==> src/hw/texPkg.sv <==
// Texture unit package: widths, delays, wrap-mode enum, config and sample structs

package texPkg;

    //////////////////////////////////////////////////
    // Widths and delays
    //////////////////////////////////////////////////

    // Texel word address, 256x256 texels max
    localparam int texAddrWidth  = 16;
    localparam int texMemWords   = 1 << texAddrWidth;
    // RGBA8888 texel
    localparam int pixelWidth    = 32;
    localparam int channelWidth  = 8;
    localparam int channelCount  = pixelWidth / channelWidth;
    // S16.15 coordinates
    localparam int coordWidth    = 32;
    localparam int coordFracBits = 15;
    // Q0.16 sub-texel fraction, top bits form the blend weight
    localparam int fracWidth     = 16;
    localparam int weightWidth   = 8;
    // Texture size as log2 per axis, 0..8
    localparam int sizeLog2Width = 4;
    localparam int maxSizeLog2   = 8;
    // Texture RAM read latency
    localparam int memDelay      = 1;
    // Sampler 3 + blend 2
    localparam int latency       = 5;

    //////////////////////////////////////////////////
    // Types
    //////////////////////////////////////////////////

    typedef enum logic
    {
        wrapRepeat      = 1'b0,
        wrapClampToEdge = 1'b1
    } wrapMode_e;

    typedef struct packed
    {
        logic [sizeLog2Width-1:0] sizeLog2S;
        logic [sizeLog2Width-1:0] sizeLog2T;
        wrapMode_e                wrapS;
        wrapMode_e                wrapT;
        logic                     halfPixelOffset;
    } texConfig_t;

    typedef struct packed
    {
        logic [coordWidth-1:0] s;
        logic [coordWidth-1:0] t;
    } texCoord_t;

    // First digit is the t offset, second the s offset
    typedef struct packed
    {
        logic [pixelWidth-1:0] t00;
        logic [pixelWidth-1:0] t01;
        logic [pixelWidth-1:0] t10;
        logic [pixelWidth-1:0] t11;
    } texelQuad_t;

    typedef struct packed
    {
        logic [texAddrWidth-1:0] a00;
        logic [texAddrWidth-1:0] a01;
        logic [texAddrWidth-1:0] a10;
        logic [texAddrWidth-1:0] a11;
    } quadAddr_t;

    typedef struct packed
    {
        logic [fracWidth-1:0] fracS;
        logic [fracWidth-1:0] fracT;
    } subCoord_t;

endpackage

==> src/hw/bilinearBlend.sv <==
// Bilinear blend of a texel quad, first along s, then along t
`timescale 1ns/1ps

module bilinearBlend
    import texPkg::*;
(
    input  logic                  aclk,
    input  texelQuad_t            quad,
    input  subCoord_t             subCoord,
    output logic [pixelWidth-1:0] color
);

    // a * (256 - w) + b * w, then >> 8
    function automatic logic [channelWidth-1:0] lerpChannel(
        input logic [channelWidth-1:0] a,
        input logic [channelWidth-1:0] b,
        input logic [weightWidth-1:0]  w
    );
        logic [weightWidth:0]              wInv;
        logic [channelWidth+weightWidth:0] sum;
        wInv = {1'b1, {weightWidth{1'b0}}} - {1'b0, w};
        // Max 255 * 256, no overflow at this width
        sum = a * wInv + b * w;
        lerpChannel = sum[channelWidth+weightWidth-1:weightWidth];
    endfunction

    // Same weight for every channel of RGBA
    function automatic logic [pixelWidth-1:0] lerpPixel(
        input logic [pixelWidth-1:0]  a,
        input logic [pixelWidth-1:0]  b,
        input logic [weightWidth-1:0] w
    );
        logic [pixelWidth-1:0] result;
        result = '0;
        for (int ch = 0; ch < channelCount; ch++)
        begin
            result[ch*channelWidth +: channelWidth] = lerpChannel(
                a[ch*channelWidth +: channelWidth],
                b[ch*channelWidth +: channelWidth],
                w);
        end
        lerpPixel = result;
    endfunction

    // Weights are the top bits of each fraction
    logic [weightWidth-1:0] weightS;
    logic [weightWidth-1:0] weightT;

    assign weightS = subCoord.fracS[fracWidth-1 -: weightWidth];
    assign weightT = subCoord.fracT[fracWidth-1 -: weightWidth];

    //////////////////////////////////////////////////
    // Stage 1: blend along s
    //////////////////////////////////////////////////

    logic [pixelWidth-1:0]  topRow;
    logic [pixelWidth-1:0]  bottomRow;
    logic [weightWidth-1:0] weightTBlend;

    always_ff @(posedge aclk)
    begin
        // Row t0
        topRow       <= lerpPixel(quad.t00, quad.t01, weightS);
        // Row t1
        bottomRow    <= lerpPixel(quad.t10, quad.t11, weightS);
        // Carried along for the second stage
        weightTBlend <= weightT;
    end

    //////////////////////////////////////////////////
    // Stage 2: blend along t
    //////////////////////////////////////////////////

    always_ff @(posedge aclk)
    begin
        color <= lerpPixel(topRow, bottomRow, weightTBlend);
    end

endmodule

==> config.mk <==
export PLATFORM = sky130hd
export DESIGN_NAME = bilinearBlend
export DESIGN_NICKNAME = d
export VERILOG_FILES = /design/src/hw/texPkg.sv /design/src/hw/bilinearBlend.sv
export SDC_FILE = /design/constraint.sdc
export NUM_CORES = 2
export LEC_CHECK = 0
export ABC_AREA = 1
export BUFFER_PORTS_ARGS = -buffer_cell sky130_fd_sc_hd__buf_2
export CORE_UTILIZATION = 50
export CTS_CLUSTER_SIZE = 40
export DETAILED_ROUTE_END_ITERATION = 12
export PLACE_DENSITY = 0.72
export REMOVE_ABC_BUFFERS = 1
export SLEW_MARGIN = 40
export SYNTH_ARGS = -nofsm -noshare
export SYNTH_HDL_FRONTEND = slang
export SYNTH_SLANG_ARGS = --single-unit
==> constraint.sdc <==
create_clock -name aclk -period 19.6 [get_ports aclk]
set_input_delay 1.96 -clock aclk [delete_from_list [all_inputs] [get_ports aclk]]
set_output_delay 1.96 -clock aclk [all_outputs]
set_load 0.01 [all_outputs]
======== Word-level counts from Yosys, hierarchy flattened ========
Cells that the tools add are included.
word-level totals
  output and inout port bits .............. 32
  word-level logic and storage cells ...... 42
  input bits .............................. 161
  flip-flop bits (word level) ............. 104
cells by class
  $add $sub $neg .......................... 14
  multipliers ............................. 24
operator list
  kind                                             number
  adder 16 bit                                     12
  multiplier 8 x 8 -> 16 bit                       12
  multiplier 8 x 9 -> 16 bit                       12
  subtractor 9 x 8 -> 9 bit, first input constant  2

======== Depth between registers and ports, before layout ========
  word-level depth ........................ 3
  mapped depth ............................ 34
  gate-level depth less buffers ........... 29

======== Worst setup path before layout ========
Ideal clock, no wire load.
  path kind ............................... input-to-reg
  from .................................... input port subCoord[24] in the netlist's numbering
  to ...................................... register topRow[7]
  data arrival time ....................... 7.745 ns
  library setup time ...................... 0.112 ns
  stages on the path ...................... 30
  path slack .............................. 11.743 ns
  buffers on the path ..................... 5
  cells stage by stage .................... buf_2 clkbuf_1 clkbuf_1 inv_1 ha_1 nand2_1 nor2_2 nand2_1 or3_1 nand2_1 buf_6 buf_8 nor2_2 fa_1 inv_1 fa_1 fa_1 inv_1 fa_1 fa_1 inv_1 fa_1 inv_1 ha_1 a21oi_1 o21ai_0 a21oi_1 nand2_1 nand3_1 nand2_1
between the ends
  word-level cells in the longest chain between the ends .. 3
  elaborated cells between the ends (all ways) .. 4
  classes of those cells .................. add/sub: 2; mul: 2
ends and longest elaborated chain
  element                     line                 RTL
  from (decl)                 bilinearBlend.sv:9   input subCoord_t subCoord,
  subtractor 9 x 8 -> 9 bit   bilinearBlend.sv:21  wInv = {1'b1, {weightWidth{1'b0}}} - {1'b0, w};
  multiplier 8 x 9 -> 16 bit  bilinearBlend.sv:23  sum = a * wInv + b * w;
  adder 16 bit *              bilinearBlend.sv:23
  to (signal assigned)        bilinearBlend.sv:63  topRow <= lerpPixel(quad.t00, quad.t01, weightS);
  to (decl)                   bilinearBlend.sv:56  logic [pixelWidth-1:0] topRow;
Mark *: on every way between the ends. The rest lies on a longest branch, timed or not.

======== Worst setup path after layout ========
  from .................................... input port subCoord[26] in the netlist's numbering
  to ...................................... register bottomRow[17]
between the ends
  word-level cells in the longest chain between the ends .. 3
  elaborated cells between the ends (all ways) .. 4
  classes of those cells .................. add/sub: 2; mul: 2
ends and longest elaborated chain
  element                     line                 RTL
  subtractor 9 x 8 -> 9 bit   bilinearBlend.sv:21
  multiplier 8 x 9 -> 16 bit  bilinearBlend.sv:23
  adder 16 bit *              bilinearBlend.sv:23
  to (signal assigned)        bilinearBlend.sv:65  bottomRow <= lerpPixel(quad.t10, quad.t11, weightS);
  to (decl)                   bilinearBlend.sv:57  logic [pixelWidth-1:0] bottomRow;
Marked as above.

==> summary.md <==
| Metric | Value |
|---|---|
| R2r setup slk | `12470 ps` |
| Clock skew | `20.0 ps` |
| Total grt overflow | `0` |
| Post-synth top flop | `dfxtp_1` |
| Post-DP HPWL | `122000 µm` |
| Postcts setup bufs | `0` |
| Min-delay src | `topRow[31]$_DFF_P_` |
| Nature of the critical path endpoint | `flop` |
| Area grow syn2layout | `3.38%` |
| Clk_lat worst skew | `420 ps` |
| Syn Std Cell Area | `59100 µm²` |
| Initial Util | `50.7%` |
| Largest net degree at the start of global routing | `70` |
| Met1 usage | `34.2%` |
| CTS root buf | `clkbuf_16` |
| Die Height | `346 µm` |
| Worst slew pin tran | `941 ps` |
| Clk buf depth | `2` |
| Post-synth EDFFs | `0` |
| Row cnt | `125` |
| Simple-Gate Fraction of Synth Area | `18.6%` |
| Synthesized netlist cell count | `8050` |
| Period utilisation layout | `46.8%` |
| Fill count | `11200` |
| RSZ-0062 raised after global routing | `false` |
| Routed wire length per instance | `15.9 µm` |
| I/O pin count | `193` |
| Combinational family with the most area after synthesis | `adder cells` |
| Initial DRC count | `3330` |
| CP Class | `in2reg` |
| Vias in the first global route | `50300` |
| Via count | `47800` |
| Share of cells above drive strength 1 | `3.34%` |
| Critical path startpoint category | `input port` |
| Reg clk slew, reported paths | `100 ps` |
| DRC viols | `0` |
| Post-synthesis compound-gate area fraction | `2.43%` |
| R2r endpoint | `color[22]$_DFF_P_` |
| Port Buffers | `176` |
| Crit path time final | `9180 ps` |
| Hold Path Class | `reg2reg` |
| FF+latch area | `2080 µm²` |
| Most common cell in the netlist | `inv_1` |
| Die area | `120000 µm²` |
| Number of CTS-inserted buffers | `9` |
| Most common cell on crit path | `fa_1` |
| Cell taking the most area after synthesis | `fa_1` |
| Final ANT Viol Nets | `0` |
| Core Util, Final | `52.4%` |
| Register area share after synthesis | `3.52%` |
| First-pass GRT wire length | `253000 µm` |
| Worst r2r path cells | `24` |
| CTS Sinks | `104` |
| Multi-input combinational cell area | `45800 µm²` |
| Synth warn | `0` |
| Cell at the slowest stage of the critical path | `buf_4` |
| Reg2Reg Launch Point | `weightTBlend[1]$_DFF_P_` |
| Synth Area in Adders | `55.9%` |
| Die width | `346 µm` |
| Crit path cell chain | `buf_2 > buf_4 > nor3_2 > nand4_1 > nand2_1 > buf_4 > inv_2 > buf_4 > nand2_1 > fa_1 > fa_1 > fa_1 > inv_1 > fa_1 > fa_1 > fa_1 > ha_1 > nand2_1 > nor2_1 > nand3_1 > nand2_1 > a21oi_1 > xnor2_1` |
| Crit path max fanout | `45` |
| Hold path depth | `5` |
| GR Util met2 | `45.3%` |
| Data arrival time of the critical path | `9420 ps` |
| Final wirelength | `151000 µm` |
| Xor/xnor share of the synthesized area | `0.561%` |
| GRT Total Usage | `26.5%` |
| Max cap viols | `0` |
| Post_cts resized | `0` |
| Synth cell types | `39` |
| Register bit total from synthesis | `104` |
| Most Used Layer, Global Route | `met2` |
| Final setup viols | `0` |
| Mux cell area share after synthesis | `0%` |
| Hold slack | `860 ps` |
| Synth top cells by count | `inv_1, nand2_1, fa_1` |
| CTS Hold Bufs | `0` |
| Synth area leaders | `fa_1, inv_1, ha_1` |
| Drt first pass iters | `8` |
| Final TNS setup | `0 ps` |
| Core Box Area | `117000 µm²` |
| Placer Congestion | `0.925` |
| Total Nets Final | `10000` |
| Fmax | `109 MHz` |
| Rel. slew slack | `37.2%` |
| Share of synthesized registers carrying an async set or reset | `0%` |
| CTS tree | `yes` |
| Worst EP required | `19840 ps` |
| Max-slew violations | `0` |
| H-Tree Level Count | `3` |
| Synth top area share | `40.6%` |
| Via/cell ratio | `5.03` |
| Slowest stage delay, CP | `690 ps` |
| Syn avg cell area | `7.35 µm²` |
| Outcome | `finished clean` |
| Hold endpoint | `color[31]$_DFF_P_` |
| Hold Fails Final Rpt | `0` |
| Met3 usage | `3.96%` |
| Initial antenna violation count | `32` |
==> kinds of logic after synthesis <==
logic type / after synthesis
buf+inv: 2926
xor+xnor: 37
compound gates: 266
fa+ha+maj: 1922
simple gates: 2795
flops: 104
==> metal layers <==
| layer | wire length (µm) | vias to the layer above |
|---|---|---|
| li1 | - | 22400 |
| met1 | 61400 | 23400 |
| met2 | 73100 | 1645 |
| met3 | 12200 | 287 |
| met4 | 4760 | 16 |
| met5 | 98 | - |
==> cell type report <==
class | instances | share of cell area, %
antenna | 15 | 0.0614
clock buffer | 11 | 0.397
clock inverter | 5 | 0.106
inverter | 2616 | 16.1
multi-input combinational | 5020 | 74.9
sequential | 104 | 3.41
tap | 1524 | 3.12
timing repair buffer | 211 | 1.90
==> worst max-delay path: cells and delay by family <==
kind / cells / cell delay [ps]
simple gates: 8 / 990
buf+inv: 6 / 2400
fa+ha+maj: 7 / 3350
xor+xnor: 1 / 510
compound gates: 1 / 90
==> stage by stage <==
stage	cell area, µm²	setup slack, ps	instances
after floorplan	57700	11610	7740
final	61100	10420	9506
after global routing	61100	10140	9503
after global placement	60800	10180	9475
after CTS	61100	10520	9491
after detailed placement	60800	10090	9475
==> how the worst max path moves through the flow <==
stage,slack (ps),startpoint,end,cells past startpoint
after floorplan,11610,subCoord[24],bottomRow[6]$_DFF_P_,25
after global placement,10180,subCoord[26],topRow[0]$_DFF_P_,24
after detailed placement,10090,subCoord[26],bottomRow[17]$_DFF_P_,23
after CTS,10520,subCoord[26],bottomRow[17]$_DFF_P_,23
after global routing,10140,subCoord[26],bottomRow[22]$_DFF_P_,25
final,10420,subCoord[26],bottomRow[17]$_DFF_P_,23
==> registers in the layout, indices dropped and copies added, names as in the netlist <==
name,count
bottomRow,32
color,32
topRow,32
weightTBlend,8
==> cell usage in the layout (no fill, tap or decap), types with 2 or more instances in the layout <==
cell type	n
o21bai_1	21
inv_2	10
nor2_1	537
dfxtp_1	103
inv_1	2604
clkinvlp_4	2
a21boi_0	2
a21o_1	12
nor4_1	11
nand2_1	1991
buf_6	4
or2_2	3
o21ai_1	2
xor2_1	24
buf_4	32
clkbuf_16	9
nand4_1	51
fa_1	1200
a21oi_1	148
buf_2	175
o21a_1	8
nand3b_1	14
or3_1	2
diode_2	15
o21ai_0	72
ha_1	721
nor3_1	11
xnor2_1	12
and2_1	9
nand3_1	142
nor2_2	12
nand2_2	9
Power is not shown: default switching activity piles up to over one toggle a cycle in this logic, so the estimate is an artifact.
