### src/hw/texPkg.sv
// Texture unit package: widths, delays, wrap-mode enum, config and sample structs

package texPkg;

    //////////////////////////////////////////////////
    // Widths and delays
    //////////////////////////////////////////////////

    // Texel word address, 256x256 texels max
    localparam int texAddrWidth  = 16;
    localparam int texMemWords   = 1 << texAddrWidth;
    // RGBA8888 texel
    localparam int pixelWidth    = 32;
    localparam int channelWidth  = 8;
    localparam int channelCount  = pixelWidth / channelWidth;
    // S16.15 coordinates
    localparam int coordWidth    = 32;
    localparam int coordFracBits = 15;
    // Q0.16 sub-texel fraction, top bits form the blend weight
    localparam int fracWidth     = 16;
    localparam int weightWidth   = 8;
    // Texture size as log2 per axis, 0..8
    localparam int sizeLog2Width = 4;
    localparam int maxSizeLog2   = 8;
    // Texture RAM read latency
    localparam int memDelay      = 1;
    // Sampler 3 + blend 2
    localparam int latency       = 5;

    //////////////////////////////////////////////////
    // Types
    //////////////////////////////////////////////////

    typedef enum logic
    {
        wrapRepeat      = 1'b0,
        wrapClampToEdge = 1'b1
    } wrapMode_e;

    typedef struct packed
    {
        logic [sizeLog2Width-1:0] sizeLog2S;
        logic [sizeLog2Width-1:0] sizeLog2T;
        wrapMode_e                wrapS;
        wrapMode_e                wrapT;
        logic                     halfPixelOffset;
    } texConfig_t;

    typedef struct packed
    {
        logic [coordWidth-1:0] s;
        logic [coordWidth-1:0] t;
    } texCoord_t;

    // First digit is the t offset, second the s offset
    typedef struct packed
    {
        logic [pixelWidth-1:0] t00;
        logic [pixelWidth-1:0] t01;
        logic [pixelWidth-1:0] t10;
        logic [pixelWidth-1:0] t11;
    } texelQuad_t;

    typedef struct packed
    {
        logic [texAddrWidth-1:0] a00;
        logic [texAddrWidth-1:0] a01;
        logic [texAddrWidth-1:0] a10;
        logic [texAddrWidth-1:0] a11;
    } quadAddr_t;

    typedef struct packed
    {
        logic [fracWidth-1:0] fracS;
        logic [fracWidth-1:0] fracT;
    } subCoord_t;

endpackage

### src/hw/texelQuadSampler.sv
// Texel quad sampler: quad addressing, sub-texel fractions, clamp flags, edge correction
`timescale 1ns/1ps

module texelQuadSampler
    import texPkg::*;
(
    input  logic       aclk,
    input  logic       rstN,
    input  texConfig_t cfg,
    input  texCoord_t  coord,
    output quadAddr_t  quadAddr,
    input  texelQuad_t quadData,
    output texelQuad_t quad,
    output subCoord_t  subCoord
);

    // One texel or half a texel in S16.15, size dependent
    function automatic logic [coordWidth-1:0] texelStep(
        input logic [sizeLog2Width-1:0] sizeLog2,
        input logic                     half
    );
        logic [coordWidth-1:0] one;
        one = {{(coordWidth-1){1'b0}}, 1'b1};
        if (half)
            texelStep = one << (coordFracBits - 1 - sizeLog2);
        else
            texelStep = one << (coordFracBits - sizeLog2);
    endfunction

    // Non-negative with a nonzero integer part
    function automatic logic aboveEdge(input logic [coordWidth-1:0] c);
        aboveEdge = !c[coordWidth-1] && (c[coordWidth-2:coordFracBits] != '0);
    endfunction

    // Reduce to Q1.15, saturating at the edges in clamp mode
    function automatic logic [fracWidth-1:0] clampCoord(
        input logic [coordWidth-1:0] c,
        input wrapMode_e             mode
    );
        // Repeat just keeps the fraction (plus integer LSB)
        clampCoord = c[fracWidth-1:0];
        if (mode == wrapClampToEdge)
        begin
            // Sign bit set means below 0
            if (c[coordWidth-1])
                clampCoord = '0;
            // Just below 1.0
            else if (aboveEdge(c))
                clampCoord = {1'b0, {(fracWidth-1){1'b1}}};
        end
    endfunction

    // Texel index from the top fraction bits
    function automatic logic [maxSizeLog2-1:0] texelIndex(
        input logic [fracWidth-1:0]     q,
        input logic [sizeLog2Width-1:0] sizeLog2
    );
        texelIndex = q[coordFracBits-1 -: maxSizeLog2] >> (maxSizeLog2 - sizeLog2);
    endfunction

    // Row shifted by the width, ORed with the column
    function automatic logic [texAddrWidth-1:0] texelAddr(
        input logic [maxSizeLog2-1:0]   row,
        input logic [maxSizeLog2-1:0]   col,
        input logic [sizeLog2Width-1:0] sizeLog2S
    );
        texelAddr = (texAddrWidth'(row) << sizeLog2S) | texAddrWidth'(col);
    endfunction

    // Position inside the texel as Q0.16
    function automatic logic [fracWidth-1:0] subFraction(
        input logic [fracWidth-1:0]     q,
        input logic [sizeLog2Width-1:0] sizeLog2
    );
        subFraction = {q[coordFracBits-1:0], 1'b0} << sizeLog2;
    endfunction

    //////////////////////////////////////////////////
    // Stage 0: quad addresses
    //////////////////////////////////////////////////

    logic [coordWidth-1:0]  stepS;
    logic [coordWidth-1:0]  stepT;
    // Raw S16.15 quad corners
    logic [coordWidth-1:0]  s0Raw;
    logic [coordWidth-1:0]  s1Raw;
    logic [coordWidth-1:0]  t0Raw;
    logic [coordWidth-1:0]  t1Raw;
    // Wrapped or clamped, Q1.15
    logic [fracWidth-1:0]   s0;
    logic [fracWidth-1:0]   s1;
    logic [fracWidth-1:0]   t0;
    logic [fracWidth-1:0]   t1;
    logic [maxSizeLog2-1:0] col0;
    logic [maxSizeLog2-1:0] col1;
    logic [maxSizeLog2-1:0] row0;
    logic [maxSizeLog2-1:0] row1;

    always_comb
    begin
        stepS = texelStep(cfg.sizeLog2S, cfg.halfPixelOffset);
        stepT = texelStep(cfg.sizeLog2T, cfg.halfPixelOffset);
        // Offset on: half a texel each way
        if (cfg.halfPixelOffset)
        begin
            s0Raw = coord.s - stepS;
            t0Raw = coord.t - stepT;
        end
        else
        begin
            s0Raw = coord.s;
            t0Raw = coord.t;
        end
        s1Raw = coord.s + stepS;
        t1Raw = coord.t + stepT;

        s0 = clampCoord(s0Raw, cfg.wrapS);
        s1 = clampCoord(s1Raw, cfg.wrapS);
        t0 = clampCoord(t0Raw, cfg.wrapT);
        t1 = clampCoord(t1Raw, cfg.wrapT);

        col0 = texelIndex(s0, cfg.sizeLog2S);
        col1 = texelIndex(s1, cfg.sizeLog2S);
        row0 = texelIndex(t0, cfg.sizeLog2T);
        row1 = texelIndex(t1, cfg.sizeLog2T);
    end

    subCoord_t subCoordAddr;
    logic      clampSAddr;
    logic      clampTAddr;

    always_ff @(posedge aclk)
    begin
        quadAddr.a00 <= texelAddr(row0, col0, cfg.sizeLog2S);
        quadAddr.a01 <= texelAddr(row0, col1, cfg.sizeLog2S);
        quadAddr.a10 <= texelAddr(row1, col0, cfg.sizeLog2S);
        quadAddr.a11 <= texelAddr(row1, col1, cfg.sizeLog2S);
        // Fraction of the first corner weights the quad
        subCoordAddr.fracS <= subFraction(s0, cfg.sizeLog2S);
        subCoordAddr.fracT <= subFraction(t0, cfg.sizeLog2T);
        // Second corner ran over the far edge
        clampSAddr <= (cfg.wrapS == wrapClampToEdge) && aboveEdge(s1Raw);
        clampTAddr <= (cfg.wrapT == wrapClampToEdge) && aboveEdge(t1Raw);
    end

    //////////////////////////////////////////////////
    // Stage 1: wait for the texture RAM
    //////////////////////////////////////////////////

    subCoord_t subCoordRead;
    logic      clampSRead;
    logic      clampTRead;

    valueDelay #(.valueType(subCoord_t), .depth(memDelay)) subCoordDelay (
        .aclk (aclk),
        .rstN (rstN),
        .in   (subCoordAddr),
        .out  (subCoordRead)
    );

    valueDelay #(.valueType(logic), .depth(memDelay)) clampSDelay (
        .aclk (aclk),
        .rstN (rstN),
        .in   (clampSAddr),
        .out  (clampSRead)
    );

    valueDelay #(.valueType(logic), .depth(memDelay)) clampTDelay (
        .aclk (aclk),
        .rstN (rstN),
        .in   (clampTAddr),
        .out  (clampTRead)
    );

    //////////////////////////////////////////////////
    // Stage 2: edge correction
    //////////////////////////////////////////////////

    always_ff @(posedge aclk)
    begin
        subCoord <= subCoordRead;
        quad.t00 <= quadData.t00;
        // Flagged axis falls back to the base texel
        quad.t01 <= clampSRead ? quadData.t00 : quadData.t01;
        quad.t10 <= clampTRead ? quadData.t00 : quadData.t10;
        if (clampSRead)
            quad.t11 <= clampTRead ? quadData.t00 : quadData.t10;
        else
            quad.t11 <= clampTRead ? quadData.t01 : quadData.t11;
    end

endmodule

### src/hw/valueDelay.sv
// Fixed-length register chain delaying a packed value
`timescale 1ns/1ps

module valueDelay #(
    parameter type valueType = logic,
    parameter int  depth     = 1
)
(
    input  logic     aclk,
    input  logic     rstN,
    input  valueType in,
    output valueType out
);

    // Stage 0 takes the input, last stage drives the output
    valueType chain [depth];

    always_ff @(posedge aclk)
    begin
        if (!rstN)
        begin
            // Whole chain cleared so delayed strobes start low
            for (int i = 0; i < depth; i++)
            begin
                chain[i] <= '0;
            end
        end
        else
        begin
            chain[0] <= in;
            for (int i = 1; i < depth; i++)
            begin
                chain[i] <= chain[i-1];
            end
        end
    end

    assign out = chain[depth-1];

endmodule

### config.mk
export PLATFORM = sky130hd
export DESIGN_NAME = texelQuadSampler
export DESIGN_NICKNAME = d
export VERILOG_FILES = /design/src/hw/texPkg.sv /design/src/hw/texelQuadSampler.sv /design/src/hw/valueDelay.sv
export SDC_FILE = /design/constraint.sdc
export NUM_CORES = 1
export LEC_CHECK = 0
export ABC_CLOCK_PERIOD_IN_PS = 12700
export BUFFER_PORTS_ARGS = -buffer_cell sky130_fd_sc_hd__buf_2
export CAP_MARGIN = 25
export CORE_MARGIN = 4
export CORE_UTILIZATION = 25
export CTS_CLUSTER_SIZE = 40
export DETAILED_ROUTE_END_ITERATION = 10
export GPL_TIMING_DRIVEN = 0
export PLACE_DENSITY = 0.41
export SLEW_MARGIN = 0
export SYNTH_ARGS = -nofsm -noshare
export SYNTH_HDL_FRONTEND = slang
export SYNTH_SLANG_ARGS = --single-unit
### constraint.sdc
create_clock -name aclk -period 12.7 [get_ports aclk]
set_clock_uncertainty 0.15 [all_clocks]
set_input_delay 0.635 -clock aclk [delete_from_list [all_inputs] [get_ports aclk]]
set_output_delay 0.635 -clock aclk [all_outputs]
set_load 0.02 [all_outputs]
Word level (Yosys, flattened, before mapping)
Memory sizes are Yosys's and may differ from the RTL's. A register that Yosys moved wholly into a read port is not among the register bits.
Index checks and enable logic that the tools add are counted.
W data, S select, Z words.
- register bits after elaboration: 226
- bits in latches: 0
- memory bits (writable): 34
- bits in read-only memories: 0
- input bits: 205
- output and inout bits: 224
- memories: 3
- memory list (name ; words ; width ; rd ports ; clocked after memory_dff ; wr ports ; RTL line ; RTL):
    subCoordDelay.chain ; 1 ; 32 ; 1 ; 1 ; 1 ; valueDelay.sv:16 ; valueType chain [depth];
    clampSDelay.chain ; 1 ; 1 ; 1 ; 0 ; 1 ; valueDelay.sv:16 ;
    clampTDelay.chain ; 1 ; 1 ; 1 ; 0 ; 1 ; valueDelay.sv:16 ;
- $add $sub $neg: 10
- $mul: 0
- div/mod/pow operators: 0
- $lt $le $gt $ge: 0
- eq/ne operators: 0
- shifts and indexed selects: 12
- muxes and demuxes: 28
- bitwise gates (word level): 4
- reductions and logical operators: 17
- operators by type and width (cell ; count):
    $mux W32 ; 9
    $mux W15 ; 12
    $shl A1 B32 Y32 const A ; 4
    $shr A8 B32 Y8 ; 4
    $add A32 B32 Y32 ; 2
    $or A16 B8 Y16 ; 4
    $reduce_bool A16 Y1 ; 4
    $sub A32 B32 Y32 ; 2
    $reduce_or A32 Y1 ; 1
    $shl A16 B4 Y16 ; 2
    $shl A8 B4 Y16 ; 2
    $sub A4 B4 Y5 const A ; 6
    $mux W1 ; 7
    $logic_and A1 B1 Y1 ; 6
    $logic_not A1 Y1 ; 4
    $reduce_or A1 Y1 ; 2

Longest topological paths before layout
Gate-level depths: netlist of run 1.
- depth in word-level cells: 13
- depth in mapped cells: 28

Hierarchy
Synthesis of run 1 repeated with hierarchy kept, for this count alone.
- cells, all modules: 2308
- area total of the unflattened synthesis: 18739.2 µm²
- by module, submodules not included (module ; times used ; cells an instance ; area each (µm²) ; sequential area each (µm²)):
    texelQuadSampler ; 1 ; 2237 ; 17790.8 ; 4804.6
    valueDelay at subCoordDelay ; 1 ; 67 ; 895.9 ; 640.6
    valueDelay at clampSDelay ... ; 2 ; 2 ; 26.3 ; 20.0

Least setup slack after synthesis of run 1
No wires, ideal clock.
- kind: input-to-reg
- start point: input cfg[3] (netlist bit)
- end point: register quadAddr[55] (netlist bit)
- arrival: 6753 ps
- data required time: 12417 ps
- path slack: 5664 ps
- cell stages on the path: 26
- path buffers: 7
- path through: clkbuf_1 -> inv_1 -> clkbuf_1 -> clkbuf_1 -> ha_1 -> clkbuf_1 -> clkbuf_1 -> nand2_1 -> a21boi_0 -> nand3_1 -> ha_1 -> clkbuf_1 -> a21oi_1 -> nand2_1 -> o21a_1 -> a2111oi_2 -> o21ai_1 -> xnor2_1 -> or4_1 -> a221oi_2 -> buf_2 -> nand2_1 -> a221oi_1 -> o22ai_1 -> mux2i_1 -> o22ai_1
- word-level cells in the longest chain between the ends: 13
- elaborated cells on any way between the ends: 17
- RTL lines (element ; RTL line ; RTL):
    start: declaration ; texelQuadSampler.sv:9 ; input texConfig_t cfg,
    $sub A4 B4 Y5, on equally long branches ; texelQuadSampler.sv:27, texelQuadSampler.sv:25 ;
    $shl A1 B32 Y32, on equally long branches ; texelQuadSampler.sv:27, texelQuadSampler.sv:25 ;
    $mux W32 ; texelQuadSampler.sv:24 ; if (half)
    $sub A32 B32 Y32 ; texelQuadSampler.sv:107 ; t0Raw = coord.t - stepT;
    $mux W32 ; texelQuadSampler.sv:104 ; if (cfg.halfPixelOffset)
    $reduce_bool A16 Y1 or $logic_not A1 Y1 (tied branches) ; texelQuadSampler.sv:32 ; aboveEdge = !c[coordWidth-1] && (c[coordWidth-2:coordFracBits] != '0);
    $logic_and A1 B1 Y1 ; texelQuadSampler.sv:32 ;
    $mux W15 ; texelQuadSampler.sv:48 ; else if (aboveEdge(c))
    $mux W15 ; texelQuadSampler.sv:45 ; if (c[coordWidth-1])
    $mux W15 ; texelQuadSampler.sv:42 ; if (mode == wrapClampToEdge)
    $shr A8 B32 Y8 * ; texelQuadSampler.sv:58 ; texelIndex = q[coordFracBits-1 -: maxSizeLog2] >> (maxSizeLog2 - sizeLog2);
    $shl A8 B4 Y16 * ; texelQuadSampler.sv:67 ; texelAddr = (texAddrWidth'(row) << sizeLog2S) | texAddrWidth'(col);
    $or A16 B8 Y16 * ; texelQuadSampler.sv:67 ;
    end: declaration ; texelQuadSampler.sv:11 ; output quadAddr_t quadAddr,
Mark *: on every way between the ends. The rest lies on a longest branch, timed or not.

Worst setup path after layout of run 1
- start point: input cfg[0] (netlist bit)
- end point: register quadAddr[21] (netlist bit)
- word-level cells in the longest chain between the ends: 10
- elaborated cells on any way between the ends: 21
- RTL lines (element ; RTL line):
    $mux W32 ; texelQuadSampler.sv:24
    $add A32 B32 Y32 or $sub A32 B32 Y32 (tied branches) ; texelQuadSampler.sv:115, texelQuadSampler.sv:106
    $reduce_bool A16 Y1 (tied with other cells) ; texelQuadSampler.sv:32
    $logic_and A1 B1 Y1 (tied with other cells) ; texelQuadSampler.sv:32
    $mux W15 or $logic_and A1 B1 Y1 (tied branches) ; texelQuadSampler.sv:48, texelQuadSampler.sv:32
    $mux W15, on equally long branches ; texelQuadSampler.sv:45, texelQuadSampler.sv:48
    $mux W15, on equally long branches ; texelQuadSampler.sv:42, texelQuadSampler.sv:45
    $shr A8 B32 Y8 or $mux W15 (tied branches) ; texelQuadSampler.sv:58, texelQuadSampler.sv:42
    $shl A8 B4 Y16 or $shr A8 B32 Y8 (tied branches) ; texelQuadSampler.sv:67, texelQuadSampler.sv:58
    $or A16 B8 Y16 * ; texelQuadSampler.sv:67
Marked as above.

==> flow_metrics.py, run 1 <==
metrics = {
    "synth": {
        "synth_edf_count": 0,
        "synth-seq-cells": 270,
        "syn_area_mm2": 0.01918,
        "ys.flop_type": "dfxtp_1",
        "seq_area_frac_synth": 0.2818,
        "ys_warn_count": 0,
        "syn_inst": 2410,
        "syn_avg_cell_area_um2": 7.960,
        "async_flop_share": 0,
        "synth.distinct_cells": 105,
    },
    "clock_network": {
        "htree_levels": 1,
        "cts_max_path_buffers": 3,
        "cts_setup_buffers": 0,
        "hold_buffers": 0,
        "cts_root_buffer": "clkbuf_16",
        "clk_latency_ps": 530,
        "clock-sinks": 270,
        "tritoncts": "done",
        "cts.repair.resized": 0,
        "cts_buffers": 26,
        "clk_pin_slew_ps": 70,
    },
    "pwr": {
        "powerDensity_mw_per_mm2": 112.1,
        "p_leak_nw": 10.10,
        "power.total_mw": 2.652,
        "vdd_ir_drop_max_v": 0.00006057,
    },
    "cells_and_area": {
        "finalInstanceArea_mm2": 0.02365,
        "nets": 3206,
        "layout.cells.non_filler": 3951,
        "area_growth_pct": 23.28,
        "drive_gt1_frac": 0.2169,
    },
    "worst_hold_path": {
        "hold_path.class": "input pin to flip-flop",
    },
    "worst_setup_path": {
        "slowest_delay_ps": 800,
        "crit_required_ps": 12930,
        "crit_type": "input pin to flip-flop",
        "crit_path_max_fanout": 10,
        "crit_path_end_kind": "flip-flop",
        "cp_data_arrival_time_ps": 10830,
        "crit_buf_inv": 10,
        "crit_family": "buffers and inverters",
        "slowest_stage": "buf_1",
        "cp_common_cell": "clkbuf_1",
        "cp-start-kind": "input pin",
    },
    "floorplan": {
        "dieArea_mm2": 0.08123,
        "pin_count": 429,
        "fp-row-count": 101,
        "die_y_um": 285.0,
        "coreArea_mm2": 0.07595,
        "die_x_um": 285.0,
        "start_util": 0.2526,
    },
    "placement": {
        "post-place-cells": 3898,
        "port_buffers": 424,
        "place.gp.congestion": 0.9168,
        "placed_cell_area_mm2": 0.02273,
        "dp_hpwl_mm": 76.36,
    },
    "timing": {
        "final.min_clock_period_ps": 10600,
        "period_share": 0.8346,
        "timing.fmax_mhz": 94.35,
        "relSlewSlack": 0.2603,
        "tightestPinTransition_ps": 1109,
        "report.final.setup_viol": 0,
        "final_hold_viol_count": 0,
        "final.setup.tns_ps": 0,
        "rsz0062_at_grt": "false",
        "slew_viol_final": 0,
    },
    "routing": {
        "antenna_left": 0,
        "dr.pass1.iters": 6,
        "drt-vias-per-instance": 5.281,
        "drt_iter0_markers": 1648,
        "wl_per_cell_um": 23.11,
        "wirelength_mm": 91.33,
        "routed-via-count": 20865,
        "drcViolationCount": 0,
    },
    "global_route": {
        "met3_usage": 0.02510,
        "grt_overflow": 0,
        "grt.busiest_layer": "met2",
        "use_met1": 0.2538,
        "antenna_found_initial": 10,
        "grt_util_met2": 0.4016,
        "grt_usage": 0.2127,
        "grt_pass1_vias": 21035,
        "grt_max_degree": 17,
        "grt_pass1_wl_mm": 135.5,
    },
    "status": {
        "status": "completed",
    },
    "flow_run": {
        "maxCapViolCount": 0,
    },
}
area by class of cell:
class,count,area [um^2]
repair buffers,428,2148
clock inverters,17,191.4
diodes,3,7.507
plain buffers,158,689.4
inverters,92,345.3
multi-input cells,1922,12860
fillers,8272,52300
clock buffers,31,710.7
well taps,1030,1289
flip-flops and latches,270,5405
logic make-up after synthesis:
group	synth area share
xor gates and xnor gates	0.03013
other	0.0003915
buffers and inverters	0.05394
AOI/OAI and AO/OA	0.2764
muxes	0.08335
adders and majority gates	0.06796
and+or+nand+nor	0.2061
DFF	0.2818
metal layers:
layer / wire, um / vias to the layer above
li1: - / 9865
met1: 37460 / 10093
met2: 46420 / 770
met3: 4815 / 127
met4: 2552 / 10
met5: 79 / -
synthesized netlist by cell type (36+ instances only):
| cell type | instances | area share |
|---|---|---|
| dfxtp_1 | 270 | 0.28 |
| nand2_1 | 244 | 0.048 |
| nor2_1 | 200 | 0.039 |
| o21ai_0 | 160 | 0.042 |
| a21oi_1 | 145 | 0.038 |
| clkbuf_1 | 103 | 0.020 |
| ha_1 | 101 | 0.066 |
| inv_1 | 83 | 0.016 |
| mux2_2 | 76 | 0.045 |
| mux2i_1 | 66 | 0.034 |
| nand3_1 | 59 | 0.015 |
| nor3_1 | 59 | 0.015 |
| and2_1 | 58 | 0.019 |
| xnor2_1 | 47 | 0.021 |
| a211oi_1 | 40 | 0.016 |
| a21o_1 | 37 | 0.014 |
| o211ai_1 | 36 | 0.014 |
power by group:
| part | total (mW) | switching (mW) | leakage [nW] | internal, mW |
|---|---|---|---|---|
| sequential | 0.948 | 0.0272 | 2.25 | 0.921 |
| clock | 0.808 | 0.342 | 0.437 | 0.466 |
| combinational | 0.897 | 0.595 | 7.41 | 0.301 |
| total | 2.65 | 0.965 | 10.1 | 1.69 |
layout by cell type (no fill, tap or decap), types with 22 or more instances in the layout:
cell type / netlist / final
buf_2: 14 / 438
dfxtp_1: 270 / 270
nand2_1: 244 / 244
nor2_1: 200 / 200
o21ai_0: 160 / 160
a21oi_1: 145 / 145
clkbuf_1: 103 / 105
ha_1: 101 / 101
inv_1: 83 / 83
mux2_2: 76 / 76
mux2i_1: 66 / 66
nand3_1: 59 / 59
nor3_1: 59 / 59
and2_1: 58 / 58
xnor2_1: 47 / 47
a211oi_1: 40 / 40
a21o_1: 37 / 37
o211ai_1: 36 / 36
conb_1: 2 / 34
or3_1: 32 / 32
o21a_1: 32 / 32
a31oi_1: 32 / 32
nand4_1: 32 / 32
nor4_1: 31 / 31
nor2b_1: 27 / 27
o22ai_1: 27 / 27
clkbuf_16: 0 / 27
o31ai_1: 23 / 23
buf_1: 21 / 22
buf_4: 19 / 22
registers in the layout, indices dropped and copies added (netlist names):
register and count:
clampTAddr 1, subCoordAddr 30, clampSDelay.chain 1, clampSAddr 1, clampTDelay.chain 1, subCoordDelay.chain 30, quadAddr 48, quad 128
subCoord 30
worst paths after layout:
check / startpoint / endpoint / slack (ps) / depth (start not counted)
setup / recovery: cfg[0] / quadAddr[21] / 2100 / 27
setup reg to reg: clampTDelay.chain[0] / quad[18] / 9580 / 5
hold reg to reg: subCoordDelay.chain[0][3] / subCoord[3] / 170 / 0
hold / removal: quadData[104] / quad[104] / 80 / 1
stage by stage:
step / hold WS, ps / util / setup WS [ps]
6_report: 75.12 / 0.3114 / 2101
5_1_grt: 54.29 / 0.3113 / 1603
2_1_floorplan: 159.6 / - / 5664
4_1_cts: 38.11 / 0.3111 / 2222
3_3_place_gp: 164.5 / 0.2991 / 1687
3_5_place_dp: 162.1 / 0.2992 / 1637
Note: power is estimated with default switching activity, not from simulation.
==> run 2: changes to the inputs <==
ABC_CLOCK_PERIOD_IN_PS = 9950   (was 12700)
clock period = 9.95 ns   (was 12.7 ns; I/O delays follow)
==> run 2 against run 1 <==
  * Non-clock buffer count increased by 32
  * Sequential power increased by 28%
  * Total power increased by 28%
  * Flip-flop and latch count unchanged
  * First-iteration DRC count decreased by 3.0%
  * Register-to-register slack got worse by 2700 ps
  * Clock power increased by 27%
  * Count of clock-buffer cells in the layout unchanged
  * Core utilization increased by 0.45 points
  * Worst setup slack got worse by 1600 ps
  * Combinational power increased by 28%
  * Critical path type unchanged
  * Highest routed layer unchanged
==> flow_metrics.py, run 2 (synthesis gave the netlist of run 1 again) <==
metrics = {
    "status": {
        "status": "completed",
    },
    "cells_and_area": {
        "top_register": "quad",
        "largest_reg_flops": 128,
        "final_cell_mix": "buf_2, dfxtp_1, nand2_1",
        "final_common_cell": "buf_2",
        "nFillCells": 8232,
        "post-route-util": 0.3159,
        "nets": 3238,
        "area_growth_pct": 25.08,
        "top_regs": "quad x128, quadAddr x48",
        "layout.cells.non_filler": 3983,
        "drive_gt1_frac": 0.2159,
    },
    "clock_network": {
        "cts_buffers": 26,
        "clock-sinks": 270,
        "htree_levels": 1,
        "cts_setup_buffers": 0,
        "cts_root_buffer": "clkbuf_16",
        "clk_pin_slew_ps": 70,
        "cts_max_path_buffers": 3,
        "clk_latency_ps": 530,
        "tritoncts": "done",
    },
    "flow_run": {
        "maxCapViolCount": 0,
    },
    "placement": {
        "place.gp.congestion": 0.9168,
        "post-place-cells": 3898,
        "dp_hpwl_mm": 76.36,
        "place_ws_ps": -976.0,
        "port_buffers": 424,
    },
    "worst_setup_path": {
        "crit_required_ps": 10210,
        "crit_type": "input pin to flip-flop",
        "slowest_delay_ps": 720,
        "reg2reg_from": "clampTDelay.chain[0]",
        "slowest_stage": "a2111oi_0",
        "crit_path_max_fanout": 10,
        "cp_common_cell": "clkbuf_1",
        "r2r_cells": 5,
        "startpoint": "cfg[0]",
        "crit_path_end_kind": "flip-flop",
        "cp-start-kind": "input pin",
        "crit_buf_inv": 8,
        "setup.worst_path.end": "quadAddr[0]",
        "rrSetupSlack_ps": 6850,
        "r2r-end": "quad[18]",
        "cp_data_arrival_time_ps": 9750,
        "cp.depth": 25,
        "crit_family": "buffers and inverters",
    },
    "pwr": {
        "vdd_ir_drop_max_v": 0.00007730,
        "p_leak_nw": 10.24,
        "power.total_mw": 3.396,
        "powerDensity_mw_per_mm2": 141.6,
    },
    "routing": {
        "drt_iter0_markers": 1598,
        "wl_per_cell_um": 23.02,
        "drt-vias-per-instance": 5.254,
        "dr.pass1.iters": 5,
        "antenna_left": 0,
        "wirelength_mm": 91.69,
        "drcViolationCount": 0,
        "routed-via-count": 20927,
    },
    "global_route": {
        "grt_pass1_vias": 21151,
        "grt_overflow": 0,
        "grt_usage": 0.2133,
        "grt_max_degree": 17,
        "grt_pass1_wl_mm": 135.9,
        "antenna_found_initial": 10,
    },
    "timing": {
        "period_share": 0.9534,
        "report.final.setup_viol": 0,
        "tightestPinTransition_ps": 1137,
        "final.min_clock_period_ps": 9486,
        "timing.fmax_mhz": 105.4,
        "final_hold_viol_count": 0,
        "rsz0062_at_grt": "false",
        "finalWorstSetupSlack_ps": 463.7,
        "whs_ps": 55.50,
        "slew_viol_final": 0,
        "relSlewSlack": 0.2420,
    },
    "worst_hold_path": {
        "hold_path.class": "input pin to flip-flop",
        "min_from": "quadData[35]",
    },
    "floorplan": {
        "dieArea_mm2": 0.08123,
        "die_x_um": 285.0,
        "die_y_um": 285.0,
        "coreArea_mm2": 0.07595,
        "fp-row-count": 101,
        "start_util": 0.2526,
        "pin_count": 429,
    },
}
-- run 2: cell count changes in the layout (fill, tap and decap cells not counted), sizes merged --
cell / previous run / this run
buf: 483 / 482
clkdlybuf4s15: 0 / 1
dlygate4sd3: 0 / 32
-- run 2: through the flow --
stage	TNS (ps)	area, um^2
after floorplan	0	19300
after global placement	-37850	22710
after detailed placement	-40110	22730
after CTS	0	23960
after global routing	0	23990
final	0	23990
-- run 2: final cells by class --
cell class	instances	area [um^2]	share of cell area
timing repair buffer	460	2469	0.1029
sequential	270	5405	0.2253
inverter	92	345.3	0.01439
antenna	3	7.507	0.0003129
clock inverter	17	191.4	0.007978
buffer	158	699.4	0.02915
tap	1030	1289	0.05371
clock buffer	31	710.7	0.02962
multi-input combinational	1922	12880	0.5367
-- run 2: where the power goes --
part	total (mW)	switching (mW)	internal (mW)
registers	1.21	0.0346	1.18
clock network	1.03	0.437	0.594
logic	1.15	0.762	0.393
total	3.40	1.23	2.16
-- run 2: worst min-delay path by stage --
stage                     depth (start not counted)            to
after floorplan                                   0  subCoord[10]
after global placement                            0  subCoord[14]
after detailed placement                          0  subCoord[15]
after CTS                                         2      quad[41]
after global routing                              2      quad[41]
final                                             2      quad[35]
-- run 2: layer usage --
metal,share of wire,up-vias,track usage
li1,-,9924,-
met3,0.051,127,0.02374
met5,0.00086,-,0
met2,0.51,778,0.4030
met1,0.41,10088,0.2549
met4,0.027,10,0.05640
-- run 2: repair_timing --
| action | CTS | global route |
|---|---|---|
| hold buffers | 32 | 0 |
| endpoints found under the setup margin | 38 | 33 |
| gates resized for setup | 4 | 3 |
| hold endpoints to repair | 32 | 0 |
